**src/design/task_pkg.sv**
```systemverilog
// Task descriptor, slot and thread types, task-type codes and the output record
package task_pkg;

   // Thread contexts in flight through the read stage
   localparam int N_THREADS = 8;
   localparam int LOG_N_THREADS = $clog2(N_THREADS);

   typedef logic [LOG_N_THREADS-1:0] thread_id_t;

   // Commit-queue slice, one undo-log entry per slot
   localparam int LOG_CQ_SLICE_SIZE = 4;
   localparam int N_SLOTS = 2 ** LOG_CQ_SLICE_SIZE;

   typedef logic [LOG_CQ_SLICE_SIZE-1:0] cq_slot_t;

   typedef logic [1:0] ttype_t;

   localparam ttype_t TASK_TYPE_NORMAL = 2'd0;             // Regular read of the named object
   localparam ttype_t TASK_TYPE_UNDO_LOG_RESTORE = 2'd3;   // Replays the slot's undo-log entry

   typedef logic [15:0] timestamp_t;
   typedef logic [15:0] object_t;
   typedef logic [31:0] data_t;

   typedef struct packed {
      ttype_t     ttype;
      logic       no_read;                                 // Skip the memory read entirely
      timestamp_t ts;
      object_t    object;                                  // Object index, scaled to a byte address
   } task_t;

   // Record leaving the read stage with the fetched word
   typedef struct packed {
      task_t      task_desc;
      cq_slot_t   cq_slot;
      thread_id_t thread;
      data_t      data;
   } rw_write_t;

endpackage

```
**src/design/mem_pkg.sv**
```systemverilog
// Memory address, line, request and response types, queue sizing and register map
package mem_pkg;

   // Read-write words are 2**LOG_RW_WIDTH bytes wide
   localparam int LOG_RW_WIDTH = 2;
   localparam int RW_BITS = 8 << LOG_RW_WIDTH;

   typedef logic [31:0] mem_addr_t;

   localparam int LINE_BITS = 128;
   localparam int LOG_LINE_BYTES = $clog2(LINE_BITS / 8);
   localparam int WORD_SEL_BITS = LOG_LINE_BYTES - LOG_RW_WIDTH;   // Word index inside a line

   typedef logic [LINE_BITS-1:0] line_t;

   localparam int LOG_MEM_LINES = 6;
   localparam int MEM_LINES = 2 ** LOG_MEM_LINES;
   localparam int MEM_LATENCY = 2;

   typedef logic [LOG_MEM_LINES-1:0] mem_index_t;

   typedef struct packed {
      mem_addr_t            addr;
      task_pkg::thread_id_t id;                            // Tag returned with the line
   } mem_req_t;

   typedef struct packed {
      task_pkg::thread_id_t id;
      line_t                line;
   } mem_rsp_t;

   localparam int QUEUE_LOG_DEPTH = 3;
   localparam int QUEUE_DEPTH = 2 ** QUEUE_LOG_DEPTH;

   typedef logic [QUEUE_LOG_DEPTH:0] occ_t;

   typedef struct packed {
      logic        valid;
      logic [7:0]  addr;
      logic [31:0] data;
   } cfg_wr_t;

   localparam logic [7:0] REG_RW_BASE_ADDR = 8'h10;
   localparam logic [7:0] REG_FIFO_OUT_THRESH = 8'h14;
   localparam logic [7:0] REG_N_DEQUEUES = 8'h18;

endpackage

```
**src/design/sync_queue.sv**
```systemverilog
// Synchronous circular-buffer FIFO with a type-parameterized payload and occupancy count
module sync_queue #(
   parameter type payload_t = logic [7:0]
) (
   input  logic          clk,
   input  logic          rstn,

   input  logic          in_valid,
   output logic          in_ready,
   input  payload_t      in_data,

   output logic          out_valid,
   input  logic          out_ready,
   output payload_t      out_data,

   output mem_pkg::occ_t occupancy
);

   payload_t buffer [mem_pkg::QUEUE_DEPTH];

   logic [mem_pkg::QUEUE_LOG_DEPTH-1:0] wr_ptr;
   logic [mem_pkg::QUEUE_LOG_DEPTH-1:0] rd_ptr;
   mem_pkg::occ_t count;
   logic push;
   logic pop;

   assign in_ready = (count != mem_pkg::occ_t'(mem_pkg::QUEUE_DEPTH));
   assign out_valid = (count != '0);
   assign out_data = buffer[rd_ptr];                       // Head is visible the cycle after the write
   assign occupancy = count;

   assign push = in_valid && in_ready;
   assign pop = out_valid && out_ready;

   always_ff @(posedge clk) begin
      if (push) begin
         buffer[wr_ptr] <= in_data;
      end
   end

   always_ff @(posedge clk) begin
      if (!rstn) begin
         wr_ptr <= '0;
         rd_ptr <= '0;
         count <= '0;
      end else begin
         if (push) begin
            wr_ptr <= wr_ptr + 1'b1;                       // Pointers wrap at the depth
         end
         if (pop) begin
            rd_ptr <= rd_ptr + 1'b1;
         end
         case ({push, pop})
            2'b10:   count <= count + 1'b1;
            2'b01:   count <= count - 1'b1;
            default: count <= count;
         endcase
      end
   end

endmodule

```
**config.mk**
```make
export PLATFORM = sky130hd
export DESIGN_NAME = sync_queue
export DESIGN_NICKNAME = d
export VERILOG_FILES = /design/src/design/task_pkg.sv /design/src/design/mem_pkg.sv /design/src/design/sync_queue.sv
export SDC_FILE = /design/constraint.sdc
export NUM_CORES = 1
export LEC_CHECK = 0
export ABC_AREA = 1
export ABC_CLOCK_PERIOD_IN_PS = 4940
export BUFFER_PORTS_ARGS = -buffer_cell sky130_fd_sc_hd__clkbuf_2
export CORE_ASPECT_RATIO = 2
export CORE_MARGIN = 10
export CORE_UTILIZATION = 60
export CTS_CLUSTER_DIAMETER = 60
export CTS_CLUSTER_SIZE = 25
export DETAILED_ROUTE_END_ITERATION = 10
export PLACE_DENSITY_LB_ADDON = 0.15
export SLEW_MARGIN = 15
export SYNTH_ARGS = -nofsm -noshare
export SYNTH_HDL_FRONTEND = slang
export SYNTH_SLANG_ARGS = --single-unit
```
**constraint.sdc**
```tcl
create_clock -name clk -period 4.94 [get_ports clk]
set_clock_uncertainty 0.05 [all_clocks]
set_input_delay 0.741 -clock clk [delete_from_list [all_inputs] [get_ports clk]]
set_output_delay 0.741 -clock clk [all_outputs]
set_load 0.03 [all_outputs]
```
---- Word-level counts from Yosys, hierarchy flattened ----
Memory sizes are Yosys's and may differ from the RTL's. A register that Yosys moved wholly into a read port is not among the register bits.
Cells that the tools add are included.
storage, ports and cells
  input port bits ......................... 12
  output and inout bits ................... 14
  bits in registers ....................... 10
  memories ................................ 1
  bits in writable memories ............... 64
  word-level logic and storage cells ...... 20
memories
  memory  depth  bits a word  read ports  clocked after memory_dff  write ports  RTL line          text
  buffer  8      8            1           1                         1            sync_queue.sv:19  payload_t buffer [mem_pkg::QUEUE_DEPTH];
cells by class
  muxes and demuxes ....................... 5
  reduce and logical (&&, ||, !) cells .... 4
  equal/unequal tests ..................... 3
  add/sub/neg operators ................... 4
operators with widths
  operator                                          number
  case mux 4 bit (2 select lines)                   1
  adder 3 x 1 -> 3 bit, second input constant       2
  two-way mux 3 bit                                 2
  adder 4 x 1 -> 4 bit, second input constant       1
  != test 4 bit, second input constant              1
  nonzero test 4 bit                                1
  subtractor 4 x 1 -> 4 bit, second input constant  1
  == test 2 x 1 -> 1 bit, second input constant     1
  == test 2 bit, second input constant              1
  logical AND 1 bit                                 2
  two-way mux 1 bit                                 2
  nonzero test 2 bit                                1

---- Longest topological paths before layout ----
  word-level depth ........................ 4
  gate-level depth with buffers ........... 14
  gate-level depth less buffers ........... 14

---- Worst setup path before layout ----
No wires, ideal clock.
  kind .................................... reg2reg
  from .................................... register count[2], in the netlist occupancy[2]
  to ...................................... register count[2], in the netlist occupancy[2]
  period minus slack after synthesis ...... 2166 ps
  arrival time ............................ 2001 ps
  path buffers ............................ 0
  setup slack ............................. 2774 ps
  stages on the path, launching flop included .. 14
  library setup time ...................... 115 ps
  required time ........................... 4775 ps
  path through ............................ dfxtp_1 > inv_1 > nand3_2 > nand2_1 > inv_2 > ha_1 > nand2_1 > inv_1 > nor2_1 > ha_1 > a21oi_1 > xnor2_1 > o21ai_0 > inv_1
on the way
  cells in the longest elaborated chain, start to end .. 4
  elaborated cells between the ends (all ways) .. 10
  classes of those cells .................. 2 x add/sub; 3 x eq/ne; 1 x mux; 4 x reduce/logical
ends and longest elaborated chain
  element                                                                RTL line          text
  start: declaration                                                     sync_queue.sv:23  mem_pkg::occ_t count;
  start signal: assignment                                               sync_queue.sv:54  2'b10: count <= count + 1'b1;
  start signal: assignment                                               sync_queue.sv:55  2'b01: count <= count - 1'b1;
  start signal: assignment                                               sync_queue.sv:56  default: count <= count;
  nonzero test 4 bit (*)                                                 sync_queue.sv:28  assign out_valid = (count != '0);
  named net out_valid                                                    sync_queue.sv:12  output logic out_valid,
  logical AND 1 bit (*)                                                  sync_queue.sv:33  assign pop = out_valid && out_ready;
  named net pop                                                          sync_queue.sv:25  logic pop;
  == test 2 x 1 -> 1 bit or == test 2 bit (tied branches)                sync_queue.sv:53  case ({push, pop})
  case mux 4 bit (2 select lines) or nonzero test 2 bit (tied branches)  --
The timed path passes the listed nets; every way through them passes the cells marked *.
A chain may end at the register's enable or synchronous reset.

==> metrics.txt <==
net count reported at finish 318; Simple-Gate Fraction of Synth Area roughly an eighth; leakage dissipation 1.32 nW; area share of the leading cell type in the synthesized netlist 60.1%; status completed; area leader, netlist edfxtp_1; main combinational cell family by area after synthesis simple AND/OR/NAND/NOR gates; final setup TNS 0 ns; EDFF count, synth 64; initial DRC count 142; clock slew at reported path FFs 0.07 ns; chip height 123 um; post-synthesis mux area share 2.51%; CTS sink cnt 77; Peak Freq roughly 340 MHz; final hold violation count 0; Max-cap violations 0; post-CTS setup buffers 0; CTS Buf Count 9; CTS tree yes; Vias 2,035; CP startpoint kind flip-flop; most frequent cell after synthesis edfxtp_1; Mean Syn Cell Area 11.7 sq um; Most used DFF post-synth edfxtp_1; Crit. End Element output pin; Post-synth ARST share 0%; htree depth 3; Detailed Routing Iterations Pass 1 4; adder-cell area share of the yosys netlist roughly 2.0%; Post-synth top cells 64 x edfxtp_1, 48 x nor2_1, 37 x nand2_1; total power 1.85 mW; Synth Area in Compound Gates 8.93%; post-CTS sizing 0; Vias per Instance 5.61; Worst-Margin Slew 0.930 ns; # setup viols final 0; slowest stage cell on the critical path dfxtp_1; largest net degree at the start of global routing 33; maximum VDD drop 0.000416 V; CP Class reg2out; Detailed Route WL 6260 um; Synth Area in XOR/XNOR 0.822%; synth top area cells edfxtp_1 60%, dfxtp_1 8.1%, nor2_1 5.6%; Cell Rows 37; layout cells sized above 1 15.1%; CP peak stage delay 0.92 ns; HP Class reg2reg; Yosys warning count 0; first-pass GRT wire length 10,200 um; flops & latches, synth 77; Yosys cell types 25; syn_nets slightly below 300; worst-skew pair later-pin latency ~0.33 ns; top-level I/O count 26; Clock Tree Root clkbuf_8; CP arrival around 2.1 ns; Layout fillers just over 400; Hold Buf Count CTS 0; worst-path maximum fanout 32; # port buffers 25; sequential area share after synthesis 68.3%; Syn Inst Count 273; Crit path top cell by count nand2_1; CTS max path bufs 2; die area between 0.008 and 0.009 sq mm; hpwl dp about 4500 um; Die W 71.6 um; drt drc 0; gr usage total 15.4%; initial antenna violation count 0; n_diodes 0; final number of max-transition violations 0; vias in the first global route around 2,100; Avg WL per Cell 17.3 um; ANT nets after route 0; Initial Util between 60% and 70%; grt ovf 0; worst path required time 4.15 ns; min Tclk post-route about 2.9 ns; P&R area growth vs syn 9.24%; unrepaired setup endpoints after global routing false; core area a little over 0.005 sq mm; GP Congestion 0.774; Worst slew margin 37.8%; CP Cell Sequence o21ai_0, o21ai_1, nand2_1, nand2_1, clkbuf_2; fin crit share 59.1%; Power Density 530 mW/mm^2; synthesized area around 0.0032 sq mm
## cell families after synthesis
| family | after synthesis |
|---|---|
| simple gates | 97 |
| mux | 8 |
| fa+ha+maj | 5 |
| compound gates | 55 |
| xor+xnor | 3 |
| buf+inv | 28 |
| flops | 77 |
## flip-flops by register name, summed over array words and instances, names as in the netlist, named ones only
signal,cells
buffer,64
occupancy,4
rd_ptr,3
wr_ptr,3
## cell usage in the layout, fill, tap and decap left out
cell,n
a21oi_1,7
and3_1,1
buf_4,1
clkbuf_1,2
clkbuf_2,25
clkbuf_8,12
clkinv_2,1
dfxtp_1,13
edfxtp_1,64
ha_1,5
inv_1,17
inv_2,2
mux2i_1,8
nand2_1,37
nand2_2,1
nand3_1,5
nand3_2,2
nor2_1,48
nor2_2,1
nor3_1,1
nor3b_2,1
o21ai_0,25
o21ai_1,15
o22ai_1,8
xnor2_1,2
xor2_1,1
## critical path: cells and delay by family, from the launching register on
family | cells | cell delay [ns]
AND/OR/NAND/NOR | 2 | 0.16
AO/OA/AOI/OAI | 2 | 0.51
buffers and inverters | 1 | 0.20
flip-flops | 1 | 0.92
## layer usage
layer | vias to the layer above | global-route usage, % | wire length [um]
li1 | 1009 | - | -
met5 | - | 0 | 0
met3 | 8 | 4.89 | 287
met2 | 55 | 25.8 | 3590
met4 | 0 | 10.8 | 108
met1 | 963 | 15.7 | 2280
## path summary, 6_finish.rpt
| check | slack, ns | to | from | cells past startpoint |
|---|---|---|---|---|
| max | 2.02 | out_data[1] | flip-flop | 5 |
| max reg2reg | 2.88 | buffer[1][4] | occupancy[1] | 6 |
| min | 0.44 | rd_ptr[0] | rd_ptr[0] | 1 |
| min reg2reg | 0.44 | rd_ptr[0] | rd_ptr[0] | 1 |
## through the flow
step,area (sq um),utilization (%),instances,hold slack [ns],setup slack (ns)
5_1_grt,3490,67.9,363,0.465,1.77
4_1_cts,3490,67.9,363,0.437,1.98
2_1_floorplan,3200,-,273,0.401,2.77
3_3_place_gp,3310,64.5,348,0.418,2.37
3_5_place_dp,3310,64.5,348,0.422,2.34
6_report,3490,67.9,363,0.439,2.02
## power by group
group	total, mW	leakage [nW]	internal [mW]	switching [mW]
clock network	0.411	0.0926	0.221	0.191
logic	0.602	0.541	0.189	0.413
registers	0.836	0.688	0.766	0.0696
## layout make-up
class	count	area, sq um	share of cell area [%]
inverter	19	71.3	2.04
timing repair buffer	26	133	3.80
clock buffer	14	173	4.95
clock inverter	1	5.00	0.143
multi-input combinational	168	855	24.5
tap	58	72.6	2.08
sequential	77	2180	62.5
Power figures use the tool's default switching activity.
