--- config.mk ---
export PLATFORM = sky130hd
export DESIGN_NAME = rw_read_stage
export DESIGN_NICKNAME = d
export VERILOG_FILES = /design/src/design/task_pkg.sv /design/src/design/mem_pkg.sv /design/src/design/rw_read_stage.sv
export SDC_FILE = /design/constraint.sdc
export NUM_CORES = 1
export LEC_CHECK = 0
export BUFFER_PORTS_ARGS = -buffer_cell sky130_fd_sc_hd__buf_2
export CAP_MARGIN = 5
export CORE_ASPECT_RATIO = 0.8
export CORE_MARGIN = 2
export CORE_UTILIZATION = 51
export CTS_CLUSTER_DIAMETER = 200
export CTS_CLUSTER_SIZE = 12
export DETAILED_ROUTE_END_ITERATION = 10
export PLACE_DENSITY_LB_ADDON = 0.12
export SLEW_MARGIN = 0
export SYNTH_ARGS = -nofsm -noshare
export SYNTH_HDL_FRONTEND = slang
export SYNTH_SLANG_ARGS = --single-unit
export TNS_END_PERCENT = 30
--- constraint.sdc ---
create_clock -name clk -period 11.1 [get_ports clk]
set_input_delay 0.555 -clock clk [delete_from_list [all_inputs] [get_ports clk]]
set_output_delay 0.555 -clock clk [all_outputs]
set_load 0.03 [all_outputs]
--- src/design/task_pkg.sv ---
// Task descriptor, slot and thread types, task-type codes and the output record
package task_pkg;

   // Thread contexts in flight through the read stage
   localparam int N_THREADS = 8;
   localparam int LOG_N_THREADS = $clog2(N_THREADS);

   typedef logic [LOG_N_THREADS-1:0] thread_id_t;

   // Commit-queue slice, one undo-log entry per slot
   localparam int LOG_CQ_SLICE_SIZE = 4;
   localparam int N_SLOTS = 2 ** LOG_CQ_SLICE_SIZE;

   typedef logic [LOG_CQ_SLICE_SIZE-1:0] cq_slot_t;

   typedef logic [1:0] ttype_t;

   localparam ttype_t TASK_TYPE_NORMAL = 2'd0;             // Regular read of the named object
   localparam ttype_t TASK_TYPE_UNDO_LOG_RESTORE = 2'd3;   // Replays the slot's undo-log entry

   typedef logic [15:0] timestamp_t;
   typedef logic [15:0] object_t;
   typedef logic [31:0] data_t;

   typedef struct packed {
      ttype_t     ttype;
      logic       no_read;                                 // Skip the memory read entirely
      timestamp_t ts;
      object_t    object;                                  // Object index, scaled to a byte address
   } task_t;

   // Record leaving the read stage with the fetched word
   typedef struct packed {
      task_t      task_desc;
      cq_slot_t   cq_slot;
      thread_id_t thread;
      data_t      data;
   } rw_write_t;

endpackage

--- src/design/mem_pkg.sv ---
// Memory address, line, request and response types, queue sizing and register map
package mem_pkg;

   // Read-write words are 2**LOG_RW_WIDTH bytes wide
   localparam int LOG_RW_WIDTH = 2;
   localparam int RW_BITS = 8 << LOG_RW_WIDTH;

   typedef logic [31:0] mem_addr_t;

   localparam int LINE_BITS = 128;
   localparam int LOG_LINE_BYTES = $clog2(LINE_BITS / 8);
   localparam int WORD_SEL_BITS = LOG_LINE_BYTES - LOG_RW_WIDTH;   // Word index inside a line

   typedef logic [LINE_BITS-1:0] line_t;

   localparam int LOG_MEM_LINES = 6;
   localparam int MEM_LINES = 2 ** LOG_MEM_LINES;
   localparam int MEM_LATENCY = 2;

   typedef logic [LOG_MEM_LINES-1:0] mem_index_t;

   typedef struct packed {
      mem_addr_t            addr;
      task_pkg::thread_id_t id;                            // Tag returned with the line
   } mem_req_t;

   typedef struct packed {
      task_pkg::thread_id_t id;
      line_t                line;
   } mem_rsp_t;

   localparam int QUEUE_LOG_DEPTH = 3;
   localparam int QUEUE_DEPTH = 2 ** QUEUE_LOG_DEPTH;

   typedef logic [QUEUE_LOG_DEPTH:0] occ_t;

   typedef struct packed {
      logic        valid;
      logic [7:0]  addr;
      logic [31:0] data;
   } cfg_wr_t;

   localparam logic [7:0] REG_RW_BASE_ADDR = 8'h10;
   localparam logic [7:0] REG_FIFO_OUT_THRESH = 8'h14;
   localparam logic [7:0] REG_N_DEQUEUES = 8'h18;

endpackage

--- src/design/rw_read_stage.sv ---
// Object read stage with dequeue gating, thread contexts, word select, undo log and bypass path
module rw_read_stage (
   input  logic                 clk,
   input  logic                 rstn,
   input  mem_pkg::cfg_wr_t     cfg,

   input  logic                 task_in_valid,
   output logic                 task_in_ready,
   input  task_pkg::task_t      task_in,
   input  task_pkg::cq_slot_t   cq_slot_in,
   input  task_pkg::thread_id_t thread_id_in,
   input  mem_pkg::mem_addr_t   araddr,

   input  logic                 gvt_slot_valid,
   input  task_pkg::cq_slot_t   gvt_slot,

   output logic                 req_valid,
   input  logic                 req_ready,
   output mem_pkg::mem_req_t    req,

   input  logic                 rsp_valid,
   output logic                 rsp_ready,
   input  mem_pkg::mem_rsp_t    rsp,

   output logic                 out_valid,
   input  logic                 out_ready,
   output task_pkg::rw_write_t  out,
   input  mem_pkg::occ_t        out_occupancy
);

   mem_pkg::occ_t out_thresh;
   logic [31:0] dequeues_remaining;
   logic cfg_hit;
   logic can_dequeue;
   logic is_restore;
   logic bypass;
   logic hold_free;
   logic req_pending;
   logic task_fire;
   logic out_fire;

   task_pkg::task_t ctx_task [task_pkg::N_THREADS];
   mem_pkg::mem_addr_t ctx_addr [task_pkg::N_THREADS];
   task_pkg::cq_slot_t ctx_slot [task_pkg::N_THREADS];

   task_pkg::data_t undo_data [task_pkg::N_SLOTS];
   mem_pkg::mem_addr_t undo_addr [task_pkg::N_SLOTS];
   task_pkg::data_t undo_rd_data;

   logic hold_valid;
   task_pkg::rw_write_t hold_rec;
   task_pkg::rw_write_t rsp_rec;
   logic [mem_pkg::WORD_SEL_BITS-1:0] word_sel;

   // A request already offered keeps its place even if the output queue crosses the threshold
   assign can_dequeue = (dequeues_remaining != '0) &&
                        ((out_occupancy < out_thresh) || req_pending ||
                         (gvt_slot_valid && (gvt_slot == cq_slot_in)));

   assign is_restore = (task_in.ttype == task_pkg::TASK_TYPE_UNDO_LOG_RESTORE);
   assign bypass = task_in.no_read || is_restore;          // These tasks never touch memory
   assign hold_free = !out_valid || out_ready;             // Output payload must not change under a stall

   always_comb begin
      req_valid = 1'b0;
      task_in_ready = 1'b0;
      if (task_in_valid && can_dequeue) begin
         if (bypass) begin
            task_in_ready = hold_free;
         end else begin
            req_valid = 1'b1;
            task_in_ready = req_ready;
         end
      end
   end

   assign req = '{addr: araddr, id: thread_id_in};

   assign task_fire = task_in_valid && task_in_ready;
   assign out_fire = out_valid && out_ready;

   assign cfg_hit = cfg.valid && ((cfg.addr == mem_pkg::REG_N_DEQUEUES) ||
                                  (cfg.addr == mem_pkg::REG_FIFO_OUT_THRESH));

   always_ff @(posedge clk) begin
      if (!rstn) begin
         out_thresh <= '1;
         dequeues_remaining <= '1;
         req_pending <= 1'b0;
      end else begin
         req_pending <= req_valid && !req_ready;
         if (cfg_hit) begin
            case (cfg.addr)
               mem_pkg::REG_N_DEQUEUES: dequeues_remaining <= cfg.data;
               default:                 out_thresh <= mem_pkg::occ_t'(cfg.data);
            endcase
         end else if (task_fire) begin
            dequeues_remaining <= dequeues_remaining - 1'b1;
         end
      end
   end

   // Thread context for the response, and the slot's last read address for later restores
   always_ff @(posedge clk) begin
      if (req_valid && req_ready) begin
         ctx_task[thread_id_in] <= task_in;
         ctx_addr[thread_id_in] <= araddr;
         ctx_slot[thread_id_in] <= cq_slot_in;
         undo_addr[cq_slot_in] <= araddr;
      end
      if (out_fire) begin
         undo_data[out.cq_slot] <= out.data;               // Every record leaving updates its slot
      end
   end

   // A record leaving this edge for the same slot is newer than the stored entry
   assign undo_rd_data = (out_fire && (out.cq_slot == cq_slot_in)) ? out.data :
                                                                      undo_data[cq_slot_in];

   always_ff @(posedge clk) begin
      if (!rstn) begin
         hold_valid <= 1'b0;
      end else if (task_fire && bypass) begin
         hold_valid <= 1'b1;
      end else if (out_fire) begin
         hold_valid <= 1'b0;
      end
   end

   always_ff @(posedge clk) begin
      if (task_fire && bypass) begin
         hold_rec.task_desc <= task_in;
         hold_rec.cq_slot <= cq_slot_in;
         hold_rec.thread <= thread_id_in;
         hold_rec.data <= '0;                              // No-read tasks carry no data
         if (is_restore) begin
            hold_rec.task_desc.object <= task_pkg::object_t'(undo_addr[cq_slot_in]);
            hold_rec.data <= undo_rd_data;
         end
      end
   end

   always_comb begin
      word_sel = ctx_addr[rsp.id][mem_pkg::LOG_LINE_BYTES-1:mem_pkg::LOG_RW_WIDTH];
      rsp_rec.task_desc = ctx_task[rsp.id];
      rsp_rec.cq_slot = ctx_slot[rsp.id];
      rsp_rec.thread = rsp.id;
      rsp_rec.data = rsp.line[word_sel*mem_pkg::RW_BITS +: mem_pkg::RW_BITS];
   end

   // Held bypass record wins over a waiting memory response
   assign out_valid = hold_valid || rsp_valid;
   assign out = hold_valid ? hold_rec : rsp_rec;
   assign rsp_ready = out_ready && !hold_valid;

endmodule

---- Yosys cells after proc, flatten, opt, wreduce, memory -nomap -nowiden ----
Memories as Yosys holds them, arrays and structs flattened. A register that Yosys moved wholly into a read port is not among the register bits.
Cells that the tools add are included.
storage, ports and cells
  word-level logic and storage cells ...... 64
  memory bits (writable) .................. 1592
  bits in registers ....................... 80
  memories kept ........................... 5
  input bits .............................. 261
memory list
  memory     depth  bits a word  rd ports  clocked after memory_dff  wr ports  RTL line             source
  undo_addr  16     32           1         0                         1         rw_read_stage.sv:47  mem_pkg::mem_addr_t undo_addr [task_pkg::N_SLOTS];
  undo_data  16     32           1         1                         1         rw_read_stage.sv:46  task_pkg::data_t undo_data [task_pkg::N_SLOTS];
  ctx_task   8      35           1         0                         1         rw_read_stage.sv:42  task_pkg::task_t ctx_task [task_pkg::N_THREADS];
  ctx_addr   8      32           1         0                         1         rw_read_stage.sv:43  mem_pkg::mem_addr_t ctx_addr [task_pkg::N_THREADS];
  ctx_slot   8      4            1         0                         1         rw_read_stage.sv:44  task_pkg::cq_slot_t ctx_slot [task_pkg::N_THREADS];
cells by class
  add/sub/neg operators ................... 1
  mux-type cells .......................... 15
  eq/ne operators ......................... 5
  shift-type cells ........................ 1
  reductions and logical operators ........ 25
  $lt $le $gt $ge ......................... 1
  bitwise operators ....................... 1
operator list
  kind                     count
  $shiftx A128 B8 Y32      1
  $mux W32                 3
  $mux W74                 1
  $reduce_bool A32 Y1      1
  $sub A32 B1 Y32 const B  1
  $eq A8 B5 Y1 const B     2
  $mux W16                 1
  $logic_and A1 B1 Y1      10
  $mux W1                  10
  $logic_or A1 B1 Y1       6
  $eq A4 B4 Y1             1
  $logic_not A1 Y1         4
  $lt A4 B4 Y1             1
  $reduce_and A2 Y1        2
  $reduce_bool A2 Y1       2
  $eq A2 B2 Y1 const B     1
  $ne A2 B1 Y1 const B     1
  $not A1 Y1               1

---- Longest topological paths before layout ----
  depth in word-level cells ............... 9
  mapped depth ............................ 9
  gate-level depth less buffers ........... 8

---- Worst setup path before layout ----
No wires, ideal clock.
  kind .................................... in2reg
  start point ............................. in cq_slot_in[3]
  end point ............................... reg hold_rec[0] (netlist name)
  data required time ...................... 10.487 ns
  stages on the path ...................... 7
  library setup time ...................... 0.613 ns
  setup slack ............................. 3.413 ns
  path buffers ............................ 2
  data arrival time ....................... 7.075 ns
  cell sequence ........................... clkbuf_1 -> xor2_1 -> nor3_1 -> a31oi_1 -> a21o_1 -> buf_6 -> nor3b_1
on the way
  cells in the longest elaborated chain, start to end .. 8
ends and longest elaborated chain
  element              RTL line              source
  start, declared      rw_read_stage.sv:10   input task_pkg::cq_slot_t cq_slot_in,
  $eq A4 B4 Y1         rw_read_stage.sv:58   (gvt_slot_valid && (gvt_slot == cq_slot_in)));
  $logic_and A1 B1 Y1  rw_read_stage.sv:58
  $logic_or A1 B1 Y1   rw_read_stage.sv:57   ((out_occupancy < out_thresh) || req_pending ||
  $logic_and A1 B1 Y1  rw_read_stage.sv:56   assign can_dequeue = (dequeues_remaining != '0) &&
  $logic_and A1 B1 Y1  rw_read_stage.sv:67   if (task_in_valid && can_dequeue) begin
  $mux W1              rw_read_stage.sv:67
  $logic_and A1 B1 Y1  rw_read_stage.sv:79   assign task_fire = task_in_valid && task_in_ready;
  $logic_and A1 B1 Y1  rw_read_stage.sv:131  if (task_fire && bypass) begin
Parallel ways exist; a longest one is shown, timed or not.
A chain may end at the register's enable or synchronous reset.

==> results.yml <==
outcome:
  status: "complete, no violations"
timing:
  hold_viol_final: 0
  fin_ws_ns: 5.94
  rsz0062_at_grt: "false"
  worst-slew-pin-transition_ns: 1.14
  finalSetupViolCount: 0
  finalMaxSlewViolations: 0
  setup-tns-final_ns: 0
  relSlewSlack: 0.234
  layout_min_cycle_time_ns: 5.16
  period_share: 0.465
  timing.hold.ws_ns: 0.136
  finalClockSkew_ns: 0.0229
  fmaxAchievable_mhz: 194
clock_tree:
  cts-hold-fix-buffers: 0
  cts_tree: "yes"
  clk_latency_ns: 0.69
  cts_root_buf: "clkbuf_16"
  cts_buffers: 110
  post_cts.repair.setup_buffers: 0
  cts_sinks: 1208
  ctsResizeCount: 0
  cts_max_level: 3
  clockBufferDepth: 3
  clk_pin_slew_ns: 0.06
logic_synthesis:
  syn_area_um2: 49100
  synth.distinct_cells: 69
  post_synth_main_area_contributors: "edfxtp_1 72%, mux4_2 15%, nand2_1 1.8%"
  synth.top_cell.area_share: 0.716
  ys.flop_type: "edfxtp_1"
  syn_nets: 2821
  yosys_warnings: 0
  syn_inst: 2555
  synth_top_cell_by_area: "edfxtp_1"
  synth_area_per_cell_um2: 19.2
  ys_ff_latch: 1208
  synth-async-reset-ratio: 0
  synth_edf_count: 1170
  ys_seq_area_frac: 0.731
drt:
  drtIter0Drc: 2942
  route.vias.total: 26000
  drc: 0
  wl_um: 121000
  wl_per_cell_um: 28.7
  viasPerCell: 6.18
  antenna_left: 0
  drtPass1Iterations: 5
cells_and_area:
  drive_above_1_share: 0.321
  fin_util: 0.582
  num-nets-final: 3165
  area_growth_pct: 12.8
die:
  dieArea_um2: 98700
  io_pins: 374
  core_um2: 95200
  rows: 101
  start_util: 0.516
  die_x_um: 351
  die_h_um: 281
power:
  pwr_density_cell_nw_per_um2: 168
  pwr-share-seq: 0.552
  sw_frac_of_total: 0.226
  peakVddDrop_mv: 0.138
  p_sw_w: 0.00211
  leakagePower_nw: 18.0
  power.total_w: 0.00933
  internal_power_w: 0.00722
  p_clk_frac: 0.362
  combPwrFrac: 0.085
setup_path:
  endpoint_kind: "output port"
  path_delay_family: "buffers and inverters"
  crit_top_cell: "buf_4"
  required_ns: 10.55
  crit_buf_inv: 4
  critPathSlowestCell: "buf_4"
  cp.arrival_ns: 4.60
  start_kind: "input port"
  path_max_fanout: 64
  critical_path_class: "input port to output port"
  max_stage_delay_ns: 0.72
  crit_chain: "buf_4, buf_4, mux4_2, mux2i_4, buf_4, nand2_1, a32oi_1, and2_1, buf_2"
hold_path:
  worstHoldPathType: "input port to flop"
global_route:
  grt_pass1_wl_um: 176000
  overflow: 0
  grt_pass1_vias: 26500
  antenna_found_initial: 15
  grt_max_degree: 80
  track_usage: 0.247
run:
  cap_violations: 0
place:
  place_hpwl_um: 70500
  io_buffers: 341
  place_congestion: 0.856
  dp_slack_ns: 5.95
synthesized netlist by cell type (3+ instances only):
master and instances:
a2111oi_0 3, a211oi_1 10, a21oi_1 9, a311oi_1 11, a31o_2 3, a31oi_1 17
a32oi_1 33, a41oi_1 4, and2_1 37, and3_1 4, and4_1 3, buf_1 39
buf_2 8, buf_4 36, buf_6 7, clkbuf_1 89, dfxtp_1 38, edfxtp_1 1170
ha_1 5, inv_1 49, mux2_2 26, mux2i_1 77, mux4_2 321, nand2_1 231
nand2b_1 15, nand3_1 72, nand3b_1 3, nand4_1 7, nand4b_1 3, nor2_1 56
nor2b_1 3, nor3_1 25, nor4_1 25, o21ai_0 48, o22ai_1 7, o31ai_1 7
or2_2 3, or3_1 4, or4_1 3, xnor2_1 6, xor2_1 7
sequential cells by signal, summed over array words and instances, names as in the netlist:
name / flops
out_thresh: 4
ctx_task: 280
dequeues_remaining: 32
ctx_addr: 16
undo_addr: 256
undo_data: 512
ctx_slot: 32
hold_valid: 1
hold_rec: 74
req_pending: 1
placed cells by master, fill, tap and decap left out, types with 15 or more instances in the layout:
cell          n
buf_4        76
clkbuf_1     22
inv_1        49
nand2_1     231
nor2_1       39
mux2i_1      76
nor2_4       16
mux4_2      321
o21ai_0      48
dfxtp_1      37
and2_1       36
buf_2       335
clkbuf_16   112
mux2_2       26
edfxtp_1   1170
a32oi_1      33
a31oi_1      17
nand3_1      72
nand2b_1     15
power groups by stage:
stage	registers, W	clock network [W]	logic [W]
after floorplan	0.00525	0	0.000501
after global placement	0.00525	0	0.000782
after detailed placement	0.00525	0	0.000803
after CTS	0.00515	0.00344	0.000805
after global routing	0.00515	0.00361	0.000856
final	0.00515	0.00338	0.000796
final cells by class:
class                           count  area [um2]
Antenna cell                        2        5.00
Clock buffer                      134        2890
Clock inverter                      6         121
Fill cell                        6963       39800
Inverter                           49         184
Multi-Input combinational cell   1117       12400
Sequential cell                  1208       35900
Tap cell                         1287        1610
Timing Repair Buffer              413        2280
final timing paths:
kind | to | slack (ns) | startpoint | depth (start not counted)
hold reg to reg | out_thresh[2] | 0.49 | out_thresh[2] | 2
hold / removal | out_thresh[3] | 0.14 | cfg[3] | 3
setup reg to reg | undo_data[12][23] | 7.70 | ctx_slot[6][0] | 6
setup / recovery | out[2] | 5.94 | rsp[129] | 9
metal layers:
metal  global-route usage  share of wire  routed length (um)
met1                0.365           0.42               51400
met5                    0        0.00069                  83
met3               0.0429          0.075                9080
met4               0.0653          0.022                2660
met2                0.384           0.48               57800
kinds of logic (layout without fill, tap and decap cells):
logic type / Yosys count / count (layout) / share of synthesized area
other cells: 0 / 2 / 0
fa+ha+maj: 5 / 5 / 0.00127
compound gates: 174 / 174 / 0.0262
xor+xnor: 13 / 13 / 0.00232
mux: 424 / 424 / 0.169
flops: 1208 / 1208 / 0.731
buf+inv: 230 / 602 / 0.0219
simple gates: 501 / 501 / 0.0480
worst register-to-register path, delay by kind of cell (launching register included):
family / cells / cell delay (ns)
simple gates: 2 / 1.08
mux: 3 / 1.07
buf+inv: 1 / 0.51
flops: 1 / 0.36
through the flow:
stage,area [um2],std cells
3_5_place_dp,52400,4074
3_3_place_gp,52400,4074
5_1_grt,55400,4215
6_report,55400,4216
4_1_cts,55400,4214
2_1_floorplan,49100,2555
Note: power is estimated with default switching activity, not from simulation.
