File: src/design/task_pkg.sv
// Task descriptor, slot and thread types, task-type codes and the output record
package task_pkg;

   // Thread contexts in flight through the read stage
   localparam int N_THREADS = 8;
   localparam int LOG_N_THREADS = $clog2(N_THREADS);

   typedef logic [LOG_N_THREADS-1:0] thread_id_t;

   // Commit-queue slice, one undo-log entry per slot
   localparam int LOG_CQ_SLICE_SIZE = 4;
   localparam int N_SLOTS = 2 ** LOG_CQ_SLICE_SIZE;

   typedef logic [LOG_CQ_SLICE_SIZE-1:0] cq_slot_t;

   typedef logic [1:0] ttype_t;

   localparam ttype_t TASK_TYPE_NORMAL = 2'd0;             // Regular read of the named object
   localparam ttype_t TASK_TYPE_UNDO_LOG_RESTORE = 2'd3;   // Replays the slot's undo-log entry

   typedef logic [15:0] timestamp_t;
   typedef logic [15:0] object_t;
   typedef logic [31:0] data_t;

   typedef struct packed {
      ttype_t     ttype;
      logic       no_read;                                 // Skip the memory read entirely
      timestamp_t ts;
      object_t    object;                                  // Object index, scaled to a byte address
   } task_t;

   // Record leaving the read stage with the fetched word
   typedef struct packed {
      task_t      task_desc;
      cq_slot_t   cq_slot;
      thread_id_t thread;
      data_t      data;
   } rw_write_t;

endpackage

File: src/design/mem_pkg.sv
// Memory address, line, request and response types, queue sizing and register map
package mem_pkg;

   // Read-write words are 2**LOG_RW_WIDTH bytes wide
   localparam int LOG_RW_WIDTH = 2;
   localparam int RW_BITS = 8 << LOG_RW_WIDTH;

   typedef logic [31:0] mem_addr_t;

   localparam int LINE_BITS = 128;
   localparam int LOG_LINE_BYTES = $clog2(LINE_BITS / 8);
   localparam int WORD_SEL_BITS = LOG_LINE_BYTES - LOG_RW_WIDTH;   // Word index inside a line

   typedef logic [LINE_BITS-1:0] line_t;

   localparam int LOG_MEM_LINES = 6;
   localparam int MEM_LINES = 2 ** LOG_MEM_LINES;
   localparam int MEM_LATENCY = 2;

   typedef logic [LOG_MEM_LINES-1:0] mem_index_t;

   typedef struct packed {
      mem_addr_t            addr;
      task_pkg::thread_id_t id;                            // Tag returned with the line
   } mem_req_t;

   typedef struct packed {
      task_pkg::thread_id_t id;
      line_t                line;
   } mem_rsp_t;

   localparam int QUEUE_LOG_DEPTH = 3;
   localparam int QUEUE_DEPTH = 2 ** QUEUE_LOG_DEPTH;

   typedef logic [QUEUE_LOG_DEPTH:0] occ_t;

   typedef struct packed {
      logic        valid;
      logic [7:0]  addr;
      logic [31:0] data;
   } cfg_wr_t;

   localparam logic [7:0] REG_RW_BASE_ADDR = 8'h10;
   localparam logic [7:0] REG_FIFO_OUT_THRESH = 8'h14;
   localparam logic [7:0] REG_N_DEQUEUES = 8'h18;

endpackage

File: src/design/rw_addr_gen.sv
// Base-address register and object index to byte address translation
module rw_addr_gen (
   input  logic               clk,
   input  logic               rstn,
   input  mem_pkg::cfg_wr_t   cfg,
   input  task_pkg::task_t    task_in,
   output mem_pkg::mem_addr_t araddr
);

   mem_pkg::mem_addr_t base_addr;
   mem_pkg::mem_addr_t object_offset;

   // Objects are packed word after word from the base
   assign object_offset = mem_pkg::mem_addr_t'(task_in.object) << mem_pkg::LOG_RW_WIDTH;
   assign araddr = base_addr + object_offset;

   always_ff @(posedge clk) begin
      if (!rstn) begin
         base_addr <= '0;
      end else begin
         if (cfg.valid && (cfg.addr == mem_pkg::REG_RW_BASE_ADDR)) begin
            base_addr <= {cfg.data[31:2], 2'b00};        // Base stays word aligned
         end
      end
   end

endmodule

File: config.mk
export PLATFORM = sky130hd
export DESIGN_NAME = rw_addr_gen
export DESIGN_NICKNAME = d
export VERILOG_FILES = /design/src/design/task_pkg.sv /design/src/design/mem_pkg.sv /design/src/design/rw_addr_gen.sv
export SDC_FILE = /design/constraint.sdc
export NUM_CORES = 1
export LEC_CHECK = 0
export ABC_AREA = 1
export BUFFER_PORTS_ARGS = -buffer_cell sky130_fd_sc_hd__buf_2
export CAP_MARGIN = 20
export CORE_UTILIZATION = 49
export DETAILED_ROUTE_END_ITERATION = 7
export PLACE_DENSITY = 0.87
export SYNTH_ARGS = -nofsm -noshare
export SYNTH_HDL_FRONTEND = slang
export SYNTH_SLANG_ARGS = --single-unit
File: constraint.sdc
create_clock -name clk -period 4.35 [get_ports clk]
set_input_delay 0.435 -clock clk [delete_from_list [all_inputs] [get_ports clk]]
set_output_delay 0.435 -clock clk [all_outputs]
set_load 0.05 [all_outputs]
## Word level (Yosys, flattened, before mapping)

Index checks and enable logic that the tools add are counted.
W data, S select, Z words.

| cells by class | value |
|---|---|
| $add $sub $neg | 1 |
| $mul | 0 |
| divide/modulo/power cells | 0 |
| $lt $le $gt $ge | 0 |
| equal/unequal tests | 1 |
| shift operators | 0 |
| muxes and demuxes | 0 |
| bitwise gates (word level) | 0 |
| reductions and logical operators | 1 |

Operator list:

| cell | count |
|---|---|
| $add A32 B18 Y32 | 1 |
| $eq A8 B5 Y1 const B | 1 |
| $logic_and A1 B1 Y1 | 1 |

| word-level totals | value |
|---|---|
| register bits after elaboration | 30 |
| bits in latches | 0 |
| memory bits (writable) | 0 |
| ROM bits | 0 |
| output and inout port bits | 32 |
| memories kept | 0 |

## Depth between registers and ports, before layout

Gate-level depths: netlist (run 1).

| logic depth | value |
|---|---|
| depth after elaboration | 2 |
| gate-level depth with buffers | 12 |
| mapped depth without buffers | 12 |

## Worst setup path after synthesis (run 1)

Ideal clock, no wire load.

| timing path | value |
|---|---|
| path kind | in2out |
| start point | in task_in[0] in the netlist's numbering |
| end point | out araddr[14] |
| data arrival time | 2.238 ns |
| setup slack | 1.677 ns |
| cell stages on the path | 9 |
| cell sequence | ha_1 > inv_1 > fa_1 > inv_1 > nand3_1 > nand3_1 > nand3_1 > nand3_1 > xor2_1 |

| between the ends | value |
|---|---|
| longest elaborated chain between the ends | 1 |

RTL lines:

| element | RTL line | source |
|---|---|---|
| from (decl) | rw_addr_gen.sv:6 | `input task_pkg::task_t task_in,` |
| $add A32 B18 Y32 | rw_addr_gen.sv:15 | `assign araddr = base_addr + object_offset;` |
| to (decl) | rw_addr_gen.sv:7 | `output mem_pkg::mem_addr_t araddr` |

Every way passes these cells.

## Final worst setup path (run 1)

| timing path | value |
|---|---|
| start point | reg base_addr[2] |
| end point | out araddr[18] |

| between the ends | value |
|---|---|
| longest elaborated chain between the ends | 1 |

RTL lines:

| element | RTL line | source |
|---|---|---|
| from (decl) | rw_addr_gen.sv:10 | `mem_pkg::mem_addr_t base_addr;` |
| from (signal assigned) | rw_addr_gen.sv:22 | `base_addr <= {cfg.data[31:2], 2'b00};` |
| $add A32 B18 Y32 | rw_addr_gen.sv:15 |  |

Every way passes these cells.

==> flow_metrics.env, run 1 <==
export IMPL_routed_via_density=4.93
export IMPL_ios=110
export IMPL_path_buf_inv=3
export IMPL_layout_setup_ws_ns=1.50
export IMPL_cts_setup_buffers=0
export IMPL_hold_start="cfg[31]"
export IMPL_netlist_area_leader_share=0.219
export IMPL_maxSlewViolCount=0
export IMPL_io_buffers=86
export IMPL_ys_top_cells_by_count="nand2_1, nor2_1, inv_1, nand3_1, o21ai_0"
export IMPL_largest_register="base_addr"
export IMPL_synth_edff_count=0
export IMPL_period_share=0.654
export IMPL_path_delay_family="simple AND/OR/NAND/NOR gates"
export IMPL_postLayoutCoreUtil=0.630
export IMPL_wl_per_cell_um=11.0
export IMPL_slowest_delay_ns=0.40
export IMPL_critPathSlowestCell="fa_1"
export IMPL_cts_resized=0
export IMPL_tritoncts="done"
export IMPL_drt_iter0_markers=148
export IMPL_worst_pin_slew_ns=0.867
export IMPL_num_rows=26
export IMPL_yosys_cell_types_count=32
export IMPL_post_synth_instance_area_um2=2740
export IMPL_synth_seq_cells=30
export IMPL_area_growth_pct=20.5
export IMPL_die_y_um=76.7
export IMPL_die_w_um=76.7
export IMPL_worstReg2RegStart="base_addr[19]$_SDFFE_PN0P_"
export IMPL_critical_path_peak_fanout=3
export IMPL_synth_seq_area_share=0.219
export IMPL_initial_core_util=0.523
export IMPL_hold_class="primary input to flop"
export IMPL_top_regs="base_addr (30)"
export IMPL_grt_pass1_wl_mm=12.0
export IMPL_totalWireLength_mm=6.95
export IMPL_cts_clk_slew_worst_paths_ns=0.06
export IMPL_dieArea_um2=5890
export IMPL_postSynthAreaPerCell_um2=5.74
export IMPL_drive_gt1_frac=0.198
export IMPL_ir_drop_mv=0.178
export IMPL_synth_top_area_cell="dfxtp_1"
export IMPL_relSlewSlack=0.421
export IMPL_hold_violations=0
export IMPL_cp_data_arrival_time_ns=2.41
export IMPL_synthCells=477
export IMPL_clk_path_buf_depth=2
export IMPL_nets=656
export IMPL_fp_coreArea_um2=5240
export IMPL_cp_required_ns=3.91
export IMPL_yosys_cell_count_top_type="nand2_1"
export IMPL_track_usage=0.250
export IMPL_cts_sinks=30
export IMPL_dp_slack_ns=1.66
export IMPL_ys_warn_count=0
export IMPL_drc=0
export IMPL_drtAntennaViolNets=0
export IMPL_async_flop_share=0
export IMPL_grt_max_degree=32
export IMPL_cts_buffers_inserted=5
export IMPL_crit_type="flop to output port"
export IMPL_grt_pass1_vias=2871
export IMPL_grt_overflow=0
export IMPL_p_leak_nw=1.85
export IMPL_clk_root_buffer_cell="clkbuf_8"
export IMPL_yosys_top_cells_area="dfxtp_1, nand2_1, nor2_1, inv_1, ha_1"
export IMPL_rsz0062_at_grt="false"
export IMPL_fin_skew_ns=0
export IMPL_synth_flop_cell="dfxtp_1"
export IMPL_insertedDiodeCount=0
export IMPL_clock_latency_ns=0.29
export IMPL_hold_buffers=0
export IMPL_end_kind="output port"
export IMPL_vias=3118
export IMPL_dp_hpwl_mm=5.77
export IMPL_cp_start_kind="flop"
export IMPL_largest_reg_flops=30
export IMPL_dr_pass1_iters=4
export IMPL_antenna_found_initial=0
export IMPL_holdWs_ns=0.397
export IMPL_powerDensity_nw_per_um2=189
export IMPL_period_minus_slack_ns=2.85
export IMPL_maxCapViolations=0
export IMPL_crit_chain="ha_1 > inv_1 > fa_1 > inv_1 > nand3_1 > nand3_1 > nand2_1 > nand3_1 > nand3_1 > nand2_1 > nand2_1 > nand2_1 > buf_2"
export IMPL_htreeDepth=2
export IMPL_cp_startpoint="base_addr[2]$_SDFFE_PN0P_"
export IMPL_place_congestion=0.958
export IMPL_fmax_mhz=351
export IMPL_fin_tns_setup_ns=0
export IMPL_setup_violations=0
export IMPL_fillers=498
export IMPL_status="completed"
-- final timing paths --
| path | end | cells after the start | slack, ns |
|---|---|---|---|
| max | araddr[18] | 13 | 1.50 |
| min reg2reg | base_addr[16]$_SDFFE_PN0P_ | 2 | 0.49 |
| max reg2reg | base_addr[19]$_SDFFE_PN0P_ | 2 | 3.61 |
| min | base_addr[31]$_SDFFE_PN0P_ | 3 | 0.40 |
-- through the flow --
stage / instance area [um2] / instances / power, mW
after global placement: 3210 / 624 / 0.395
after global routing: 3300 / 632 / 0.649
after floorplan: 2740 / 478 / 0.358
after detailed placement: 3210 / 624 / 0.397
after CTS: 3300 / 632 / 0.625
final: 3300 / 632 / 0.625
-- worst min-delay path: cells and delay by family --
family	cells	cell delay, ns
simple gates	1	0.07
compound gates	1	0.07
buf+inv	1	0.07
-- report_power, final --
part / leakage, nW / switching (mW) / internal (mW)
logic: 1.56 / 0.0766 / 0.0390
clock network: 0.0482 / 0.106 / 0.127
registers: 0.242 / 0.000587 / 0.275
-- cell usage in the layout (no fill, tap or decap), drive strengths merged --
| cell | n |
|---|---|
| nand3b | 1 |
| inv | 71 |
| o21ai | 32 |
| a21oi | 8 |
| conb | 2 |
| nor3 | 9 |
| ha | 16 |
| nor2 | 87 |
| or2 | 2 |
| clkinv | 1 |
| and2 | 3 |
| buf | 87 |
| nand4 | 2 |
| nand2 | 147 |
| fa | 1 |
| nor3b | 2 |
| a21boi | 1 |
| nand3 | 36 |
| xnor2 | 2 |
| dfxtp | 30 |
| o21bai | 1 |
| xor2 | 12 |
| clkbuf | 7 |
| nor4 | 2 |
-- per-layer routing --
metal	global-route usage	vias up	wire, um
met5	0	-	0
met4	0.0788	0	89
met3	0.0500	9	488
met2	0.427	110	3180
met1	0.312	1358	3190
li1	-	1641	-
-- logic make-up (layout without fill, tap and decap cells) --
kind of cell,Yosys count,after routing,share of synthesized area
adder cells (fa/ha/maj),17,17,0.0804
flip-flops,30,30,0.219
AND/OR/NAND/NOR,291,291,0.455
other,1,2,0.00137
AO/OA/AOI/OAI,42,42,0.0800
buffers and inverters,82,166,0.119
XOR/XNOR,14,14,0.0448
-- area by class of cell --
class                           count  area, um2  share of cell area
Clock buffer                        7       86.3              0.0262
Clock inverter                      1       5.00             0.00152
Inverter                           71        267              0.0808
Multi-Input combinational cell    366       1810               0.550
Sequential cell                    30        601               0.182
Tap cell                           70       87.6              0.0266
Timing Repair Buffer               87        438               0.133
Power figures use the tool's default switching activity.
==> run 2, diff against run 1 <==
--- a/config.mk
+++ b/config.mk
@@ -8,9 +8,9 @@
 export ABC_AREA = 1
 export BUFFER_PORTS_ARGS = -buffer_cell sky130_fd_sc_hd__buf_2
 export CAP_MARGIN = 20
-export CORE_UTILIZATION = 49
+export CORE_UTILIZATION = 45
 export DETAILED_ROUTE_END_ITERATION = 7
-export PLACE_DENSITY = 0.87
+export PLACE_DENSITY = 0.84
 export SYNTH_ARGS = -nofsm -noshare
 export SYNTH_HDL_FRONTEND = slang
 export SYNTH_SLANG_ARGS = --single-unit
==> constraint.sdc (replaced) <==
create_clock -name clk -period 2.5 [get_ports clk]
set_input_delay 0.25 -clock clk [delete_from_list [all_inputs] [get_ports clk]]
set_output_delay 0.25 -clock clk [all_outputs]
set_load 0.05 [all_outputs]
==> flow_metrics.env, run 2 (synthesis gave the netlist of run 1 again) <==
export IMPL_grt_max_degree=31
export IMPL_status="completed"
export IMPL_clk_path_buf_depth=2
export IMPL_initial_core_util=0.465
export IMPL_cts_buffers_inserted=5
export IMPL_drc=0
export IMPL_die_w_um=80.0
export IMPL_clk_root_buffer_cell="clkbuf_8"
export IMPL_hold_start="cfg[25]"
export IMPL_hold_violations=0
export IMPL_critical_path_peak_fanout=5
export IMPL_cp_start_kind="flop"
export IMPL_multiInputGateArea_um2=1840
export IMPL_drt_iter0_markers=142
export IMPL_finalPower_mw=1.07
export IMPL_num_rows=28
export IMPL_clock_latency_ns=0.27
export IMPL_routed_via_density=4.95
export IMPL_stdcell_count=636
export IMPL_final_cell_mix="nand2_1, nor2_1, buf_2, inv_1, nand3_1"
export IMPL_drive_gt1_frac=0.217
export IMPL_regArea_um2=602
export IMPL_fin_skew_ns=0
export IMPL_top_regs="base_addr (30)"
export IMPL_dr_pass1_iters=5
export IMPL_fillers=607
export IMPL_hold_depth=3
export IMPL_tritoncts="done"
export IMPL_grt_pass1_wl_mm=11.8
export IMPL_htreeDepth=2
export IMPL_powerDensity_nw_per_um2=319
export IMPL_hold_class="primary input to flop"
export IMPL_fp_coreArea_um2=5890
export IMPL_end_kind="output port"
export IMPL_fmax_mhz=424
export IMPL_period_minus_slack_ns=2.36
export IMPL_crit_type="flop to output port"
export IMPL_setup_violations=0
export IMPL_layout_setup_ws_ns=0.140
export IMPL_post_dp_cell_area_um2=3220
export IMPL_finish_instance_area_um2=3360
export IMPL_reg2reg_slack_ns=1.79
export IMPL_nets=657
export IMPL_dp_hpwl_mm=5.99
export IMPL_holdWs_ns=0.215
export IMPL_totalWireLength_mm=7.14
export IMPL_vias=3147
export IMPL_place_congestion=0.907
export IMPL_worstReg2RegEnd="base_addr[19]$_SDFFE_PN0P_"
export IMPL_period_share=0.944
export IMPL_largest_register="base_addr"
export IMPL_min_to="base_addr[25]$_SDFFE_PN0P_"
export IMPL_dp_slack_ns=0.169
export IMPL_cp_required_ns=2.25
export IMPL_place_inst=630
export IMPL_grt_overflow=0
export IMPL_cts_clk_slew_worst_paths_ns=0.07
export IMPL_area_growth_pct=22.8
export IMPL_p_leak_nw=1.86
export IMPL_fin_tns_setup_ns=0
export IMPL_postLayoutCoreUtil=0.571
export IMPL_layout_cells_most_common="nand2_1"
export IMPL_ir_drop_mv=0.263
export IMPL_cts_setup_buffers=0
export IMPL_insertedDiodeCount=0
export IMPL_r2r_cells=2
export IMPL_wl_per_cell_um=11.2
export IMPL_cts_sinks=30
export IMPL_maxSlewViolCount=0
export IMPL_ios=110
export IMPL_maxCapViolations=0
export IMPL_grt_pass1_vias=2810
export IMPL_track_usage=0.237
export IMPL_largest_reg_flops=30
export IMPL_io_buffers=86
export IMPL_die_y_um=80.0
export IMPL_worstReg2RegStart="base_addr[19]$_SDFFE_PN0P_"
export IMPL_cp_data_arrival_time_ns=2.11
export IMPL_dieArea_um2=6400
export IMPL_drtAntennaViolNets=0
export IMPL_antenna_found_initial=0
-- run 2: report_power, final --
group	internal, mW	switching (mW)
clock network	0.212	0.172
registers	0.479	0.00101
logic	0.0702	0.137
total	0.761	0.310
-- run 2: layer usage --
| layer | track usage | wire length, um | vias to the layer above |
|---|---|---|---|
| met5 | 0 | 0 | - |
| met4 | 0.0875 | 160 | 0 |
| met3 | 0.0320 | 462 | 16 |
| met2 | 0.399 | 3290 | 131 |
| met1 | 0.305 | 3240 | 1355 |
| li1 | - | - | 1645 |
-- run 2: worst max path at each step --
| stage | startpoint | endpoint | slack [ns] | depth (start not counted) |
|---|---|---|---|---|
| 6_report | base_addr[4]$_SDFFE_PN0P_ | araddr[19] | 0.14 | 10 |
| 5_1_grt | base_addr[4]$_SDFFE_PN0P_ | araddr[25] | -0.02 | 10 |
| 2_1_floorplan | base_addr[2]$_SDFFE_PN0P_ | araddr[14] | 0.13 | 9 |
| 4_1_cts | base_addr[2]$_SDFFE_PN0P_ | araddr[18] | 0.008 | 13 |
| 3_3_place_gp | task_in[0] | araddr[18] | 0.25 | 14 |
| 3_5_place_dp | task_in[0] | araddr[18] | 0.17 | 14 |
-- run 2: worst max-delay path: stages, from the launching register on --
cell and delay (ns):
dfxtp_1 0.32, ha_1 0.35, or2_2 0.30, nand3_1 0.08, nand2_1 0.10, nand2_1 0.08, nand2_1 0.10, nand2_1 0.10
nand3_1 0.07, nand2_1 0.07, buf_2 0.25
-- run 2: cell type report --
class                   count  share of cell area
inverters                  71              0.0793
clock buffers               6              0.0246
multi-input cells         366               0.549
flip-flops and latches     30               0.179
repair buffers             88               0.141
well taps                  75              0.0279
-- run 2: repair_timing --
item / 4_1_cts / 5_1_grt
hold buffers: 0 / 0
gates resized for setup: 8 / 14
endpoints found under the hold margin: 0 / 0
setup endpoints to repair: 6 / 12
